$ cat src/noc_vc_pkg.sv
// Shared definitions for the two-channel virtual-channel link segment.
// Holds the link dimensions, the FIFO sizing and the vector types
// that carry flits and per-VC bit masks between the blocks.

`default_nettype none

package noc_vc_pkg;

  //////////////////////////////
  // link dimensions
  //////////////////////////////

  localparam int FLIT_W = 64; // payload bits in one flit.
  localparam int NUM_VC = 2; // virtual channels sharing the link.

  //////////////////////////////
  // per-VC buffering
  //////////////////////////////

  localparam int FIFO_DEPTH = 4; // entries in every VC FIFO, input and output side.
  localparam int FIFO_AW = 2; // pointer bits, log2 of FIFO_DEPTH.

  //////////////////////////////
  // vector types
  //////////////////////////////

  // one flit payload as it travels through buffers and the shared path.
  typedef logic [FLIT_W-1:0] flit_t;

  // one bit per virtual channel.
  // used for valid, ready, last, request and grant masks alike.
  typedef logic [NUM_VC-1:0] vc_mask_t;

endpackage

`default_nettype wire
$ cat src/noc_flit_fifo.sv
// Flit buffer for one virtual channel.
// Circular buffer of FIFO_DEPTH entries holding a flit and its last flag,
// with a valid/ready handshake on the push side and on the pop side.
// The head entry is shown on the pop side as soon as it is stored.

`timescale 1ns/1ps
`default_nettype none

module noc_flit_fifo import noc_vc_pkg::*; (
  input  wire   clk,
  input  wire   rst,

  input  flit_t push_flit,
  input  wire   push_last,
  input  wire   push_valid,
  output logic  push_ready,

  output flit_t pop_flit,
  output logic  pop_last,
  output logic  pop_valid,
  input  wire   pop_ready
);

  //////////////////////////////
  // storage and pointers
  //////////////////////////////

  flit_t              flit_mem [FIFO_DEPTH]; // payload storage for each entry.
  logic               last_mem [FIFO_DEPTH]; // last flag stored next to each flit.
  logic [FIFO_AW-1:0] wr_ptr; // next entry to write.
  logic [FIFO_AW-1:0] rd_ptr; // entry currently offered on the pop side.
  logic [FIFO_AW:0]   count; // number of stored flits, one bit wider than the pointers.

  logic push_fire; // a flit enters this cycle.
  logic pop_fire; // a flit leaves this cycle.

  //////////////////////////////
  // handshake
  //////////////////////////////

  assign push_ready = (count != (FIFO_AW+1)'(FIFO_DEPTH)); // room as long as not full.
  assign pop_valid  = (count != '0); // something to offer whenever not empty.

  assign push_fire = push_valid & push_ready; // transfer on the push side.
  assign pop_fire  = pop_valid & pop_ready; // transfer on the pop side.

  // the head entry drives the pop side directly.
  assign pop_flit = flit_mem[rd_ptr];
  assign pop_last = last_mem[rd_ptr];

  //////////////////////////////
  // write side
  //////////////////////////////

  always_ff @(posedge clk) begin
    if (push_fire) begin
      flit_mem[wr_ptr] <= push_flit; // payload lands in the free slot.
      last_mem[wr_ptr] <= push_last; // its last flag goes along with it.
    end
  end

  //////////////////////////////
  // pointers and fill count
  //////////////////////////////

  always_ff @(posedge clk) begin
    if (rst) begin
      wr_ptr <= '0; // reset empties the buffer.
      rd_ptr <= '0;
      count  <= '0;
    end else begin
      if (push_fire) begin
        wr_ptr <= wr_ptr + 1'b1; // depth is a power of two, so the pointer wraps by itself.
      end
      if (pop_fire) begin
        rd_ptr <= rd_ptr + 1'b1; // move on to the next stored flit.
      end
      // a push and a pop in the same cycle leave the count unchanged.
      case ({push_fire, pop_fire})
        2'b10:   count <= count + 1'b1; // one flit more.
        2'b01:   count <= count - 1'b1; // one flit less.
        default: count <= count; // idle or simultaneous push and pop.
      endcase
    end
  end

endmodule

`default_nettype wire

$ cat config.mk
export PLATFORM = sky130hd
export DESIGN_NAME = noc_flit_fifo
export DESIGN_NICKNAME = d
export VERILOG_FILES = /design/src/noc_vc_pkg.sv /design/src/noc_flit_fifo.sv
export SDC_FILE = /design/constraint.sdc
export NUM_CORES = 1
export LEC_CHECK = 0
export ABC_AREA = 1
export BUFFER_PORTS_ARGS = -buffer_cell sky130_fd_sc_hd__buf_2
export CAP_MARGIN = 30
export CORE_MARGIN = 5
export CORE_UTILIZATION = 35
export DETAILED_ROUTE_END_ITERATION = 16
export HOLD_SLACK_MARGIN = 0.15
export PLACE_DENSITY = 0.63
export SYNTH_ARGS = -nofsm -noshare
export SYNTH_HDL_FRONTEND = slang
export SYNTH_SLANG_ARGS = --single-unit
$ cat constraint.sdc
create_clock -name clk -period 7.95 [get_ports clk]
set_input_delay 0.3975 -clock clk [delete_from_list [all_inputs] [get_ports clk]]
set_output_delay 0.3975 -clock clk [all_outputs]
set_load 0.03 [all_outputs]
# After elaboration in Yosys (flattened, before gate mapping)
# Memory sizes are Yosys's and may differ from the RTL's. A register that Yosys moved wholly into a read port is not among the register bits.
# Cells that the tools add are included.
[classes]
add_sub_neg = 4
n_reduce_logical = 2
bitwise = 2
mux = 7
eq_ne = 3
[ops]
columns = ["cell", "count"]
rows = [
  ["$mux 2", 4],
  ["$pmux 3 s2", 1],
  ["$add 2x1->2 const B", 2],
  ["$add 3x1->3 const B", 1],
  ["$ne 3x3->1 const B", 1],
  ["$reduce_bool 3->1", 1],
  ["$sub 3x1->3 const B", 1],
  ["$and 1x1->1", 2],
  ["$eq 2x1->1 const B", 1],
  ["$eq 2x2->1 const B", 1],
  ["$mux 1", 2],
  ["$reduce_bool 2->1", 1],
]
[word_totals]
out_inout_bits = 67
in_bits = 69
ff_bits = 7
mem_bits_rw = 260
mem_count = 2
wordCells = 23
[mem_list]
columns = ["memory", "words", "word_bits", "read_ports", "rd_clocked_by_memory_dff", "write_ports", "line_no", "text"]
rows = [
  ["flit_mem", 4, 64, 1, 1, 1, "noc_flit_fifo.sv:28", "flit_t flit_mem [FIFO_DEPTH];"],
  ["last_mem", 4, 1, 1, 1, 1, "noc_flit_fifo.sv:29", "logic last_mem [FIFO_DEPTH];"],
]

# Logic depth before layout (Yosys ltp)
[logic_depth]
word_depth = 4
depth_mapped = 13
ltp_nobuf = 13

# Least setup slack after synthesis
# Ideal clock, no wire load.
[synth_path]
path_kind = "register to register"
startpoint = "register count[1]"
endpoint = "memory flit_mem[0][0] in the netlist's numbering, enable pin"
setup_time_ps = 489
slack_ps = 3843
required_time_ps = 7461
arrival_time_ps = 3618
stages_incl_launch_ff = 5
n_path_buf = 0
synth_period_minus_slack_ps = 4107
cell_sequence = "dfxtp_1 -> nor2_1 -> nand2_1 -> nand2_1 -> nor2_1"
[synth_via]
elab_chain_cells = 4
[synth_rtl]
columns = ["item", "line_no", "text"]
rows = [
  ["start, declared", "noc_flit_fifo.sv:32", "logic [FIFO_AW:0] count;"],
  ["start signal, assigned", "noc_flit_fifo.sv:80", "2'b10: count <= count + 1'b1;"],
  ["start signal, assigned", "noc_flit_fifo.sv:81", "2'b01: count <= count - 1'b1;"],
  ["start signal, assigned", "noc_flit_fifo.sv:82", "default: count <= count;"],
  ["$ne 3x3->1", "noc_flit_fifo.sv:41", "assign push_ready = (count != (FIFO_AW+1)'(FIFO_DEPTH));"],
  ["net push_ready", "noc_flit_fifo.sv:16", "output logic push_ready,"],
  ["$and 1x1->1", "noc_flit_fifo.sv:44", "assign push_fire = push_valid & push_ready;"],
  ["$mux 1", "noc_flit_fifo.sv:56", "if (push_fire) begin"],
  ["$mux 1 (not written as such)", "noc_flit_fifo.sv:57", "flit_mem[wr_ptr] <= push_flit;"],
  ["end, declared", "noc_flit_fifo.sv:28", ""],
]
# The timed path passes the listed nets, and every way through them passes these cells.

==> run_results.csv <==
group,metric,value,unit
power_and_ir_drop,p_per_area,317,nW/um^2
logic_synthesis,synthAdderAreaFrac,0.792,%
detailed_routing,finalWirelength,22400,um
setup_path,crit_path_max_fanout,66,
finish,multi_input_area,2110,um^2
setup_path,cp.arrival,2930,ps
clock_network,insertion_delay,530,ps
logic_synthesis,ys.flop_type,"edfxtp_1",
finish,layout-drive-gt1-share,25.9,%
sta,maxSlewViolCount,0,
detailed_routing,viasPerCell,4.83,
sta,relSlewSlack,46.5,%
outcome,run_status,"completed",
setup_path,crit_path_top_delay_cell,"buf_4",
sta,finClkSkew,5.95,ps
setup_path,start_kind,"flop",
clock_network,clock_path_buffers,3,
logic_synthesis,ys_warn_count,0,
setup_path,crit_type,"flop to output port",
power_and_ir_drop,p_leak,4.55,nW
logic_synthesis,syn-mean-instance-area,15.0,um^2
floorplan,die_y,183,um
sta,hold_viol,0,
placement,io_buffers,135,
logic_synthesis,synth-compound-area-share,11.9,%
detailed_routing,remaining_drc_errors,0,
floorplan,start_util,35.3,%
global_routing,gr-total-overflow,0,
placement,dpl_cell_area,11500,um^2
logic_synthesis,muxShareOfSynthArea,0,%
setup_path,required,7550,ps
logic_synthesis,post-synth-top-area-fraction,74.9,%
sta,setup_violations,0,
placement,gp_congestion,0.717,
setup_path,crit_buf_inv,4,
global_routing,grt_pass1_vias,6619,
sta,clock.fmax,301,MHz
logic_synthesis,ys_types,22,
setup_path,crit_path_end_kind,"output port",
finish,antenna_cells,0,
sta,tightest_slew,803,ps
clock_network,htreeDepth,1,
power_and_ir_drop,peakVddDrop,0.000220,V
setup_path,path_delay_family,"buffers and inverters",
clock_network,cts_tree,"yes",
logic_synthesis,synth_edf_count,260,
global_routing,grt_pass1_wl,35300,um
global_routing,grt_antenna_before_repair,1,
logic_synthesis,syn_area,10400,um^2
finish,final-seq-area,7990,um^2
logic_synthesis,synth_fp_nets,772,
global_routing,grt_usage,13.2,%
detailed_routing,ant_nets,0,
logic_synthesis,synth_seq_area_share,76.6,%
logic_synthesis,synthCells,697,
detailed_routing,drtIter0Drc,386,
sta,hold_slack,491,ps
detailed_routing,first_pass_iters,4,
setup_path,crit_path_max_incr_delay,550,ps
logic_synthesis,synth-seq-cells,269,
finish,fill_cells,2635,
floorplan,coreArea,29600,um^2
sta,min_period_over_period,41.8,%
clock_network,cts_buffers,28,
setup_path,path_cells,"buf_4, inv_2, buf_4, o21ai_1, o22ai_1, buf_2",
logic_synthesis,synth_top_cells_by_count,"260 x edfxtp_1, 120 x nor2_1, 90 x o21ai_0",
finish,syn2layout_area_growth,25.2,%
finish,stdcell_area,13000,um^2
clock_network,clk_pin_slew,60,ps
worst_hold_path,hold_path_class,"flop to flop",
sta,rsz0062_at_grt,"false",
logic_synthesis,yosys-top-cells-area,"edfxtp_1 75%, nor2_1 4.3%, o21ai_0 4.3%",
logic_synthesis,yosysTopAreaCell,"edfxtp_1",
floorplan,core.rowCount,63,
floorplan,num_io_pins,136,
logic_synthesis,synth_xor_area_share,0,%
global_routing,grt_max_degree,73,
clock_network,cts-root-buf,"clkbuf_16",
floorplan,dieWidth,183,um
logic_synthesis,synth.most_common_cell,"edfxtp_1",
setup_path,critPathMostFrequentCell,"buf_4",
placement,place_hpwl,12500,um
job,drv_cap,0,
detailed_routing,detail_route.wl_per_cell,17.0,um
sta,min_period,3320,ps
logic_synthesis,async_flop_share,0,%
clock_network,cts_resized,0,
finish,nNetsFinal,977,
sta,setup_tns,0,ps
logic_synthesis,synth_top_family_by_area,"compound AO/OA/AOI/OAI gates",
floorplan,die_area,33300,um^2
logic_synthesis,synth-simple-area-share,7.26,%
clock_network,cts_num_sinks,269,
detailed_routing,vias,6341,
[repair_timing]
action | CTS | global route
hold endpoints to repair | 264 | 0
hold buffers | 69 | 0
setup buffers | 0 | 0
[path summary, 6_finish.rpt]
kind	startpoint	endpoint	slack (ps)	depth (start not counted)
worst max-delay path	flop	pop_flit[8]	4630	6
worst min-delay path	rd_ptr[1]	flop	490	2
worst max register to register	count[1]	flit_mem[0][15]	5520	6
worst min register to register	rd_ptr[1]	flop	490	2
[state kept, by name (all words and copies together), names as in the netlist, named ones only]
signal	count
wr_ptr	2
count	3
rd_ptr	2
last_mem	4
flit_mem	256
[worst reg2reg max path, cell delays in order, from the launching register on]
cell and delay [ps]:
dfxtp_1 360, nor2_1 70, nand2_1 130, nand2_1 290
nor2_4 450, buf_12 250, buf_4 500
[area by class of cell]
class	instances	share of cell area, %
Multi-Input combinational cell	368	16.1
Timing Repair Buffer	217	11.6
Clock inverter	17	1.02
Inverter	18	0.556
Tap cell	390	3.74
Sequential cell	269	61.3
Clock buffer	35	5.73
[stage by stage]
| step | std cells | power [mW] | setup slack, ps | util [%] |
|---|---|---|---|---|
| 2_1_floorplan | 697 | 2.61 | 3840 | - |
| 6_report | 1314 | 4.13 | 4630 | 44.1 |
| 3_5_place_dp | 1193 | 2.92 | 5140 | 38.8 |
| 4_1_cts | 1314 | 4.19 | 4550 | 44.1 |
| 3_3_place_gp | 1190 | 2.89 | 4950 | 38.6 |
| 5_1_grt | 1314 | 4.34 | 4360 | 44.1 |
[cell usage in the layout (no fill, tap or decap), types with 6 or more instances in the layout]
| master | instances |
|---|---|
| clkbuf_16 | 29 |
| clkbuf_1 | 6 |
| dlygate4sd3_1 | 69 |
| o22ai_1 | 45 |
| nand2_1 | 15 |
| dfxtp_1 | 7 |
| inv_1 | 16 |
| nor2_1 | 116 |
| nor2_4 | 24 |
| clkinv_1 | 8 |
| buf_2 | 135 |
| buf_4 | 10 |
| o21ai_1 | 37 |
| o22ai_2 | 20 |
| edfxtp_1 | 260 |
| o21ai_0 | 90 |
[cells by family (layout without fill, tap and decap cells)]
| logic type | after synthesis | in the layout |
|---|---|---|
| AOI/OAI and AO/OA | 202 | 202 |
| adders and majority gates | 6 | 6 |
| buffers and inverters | 60 | 287 |
| DFF | 269 | 269 |
| and+or+nand+nor | 160 | 160 |
[power by group]
group	total [mW]	switching, mW	internal [mW]
sequential	1.75	0.0612	1.69
clock	1.24	0.510	0.729
combinational	1.15	0.820	0.330
[layer usage]
metal | GRT usage (%) | up-vias | wire length, um
met5 | 0 | - | 13
met4 | 2.94 | 2 | 366
met3 | 2.89 | 33 | 1260
met2 | 23.4 | 149 | 11200
met1 | 16.7 | 3137 | 9570
li1 | - | 3020 | -
Power figures use the tool's default switching activity.
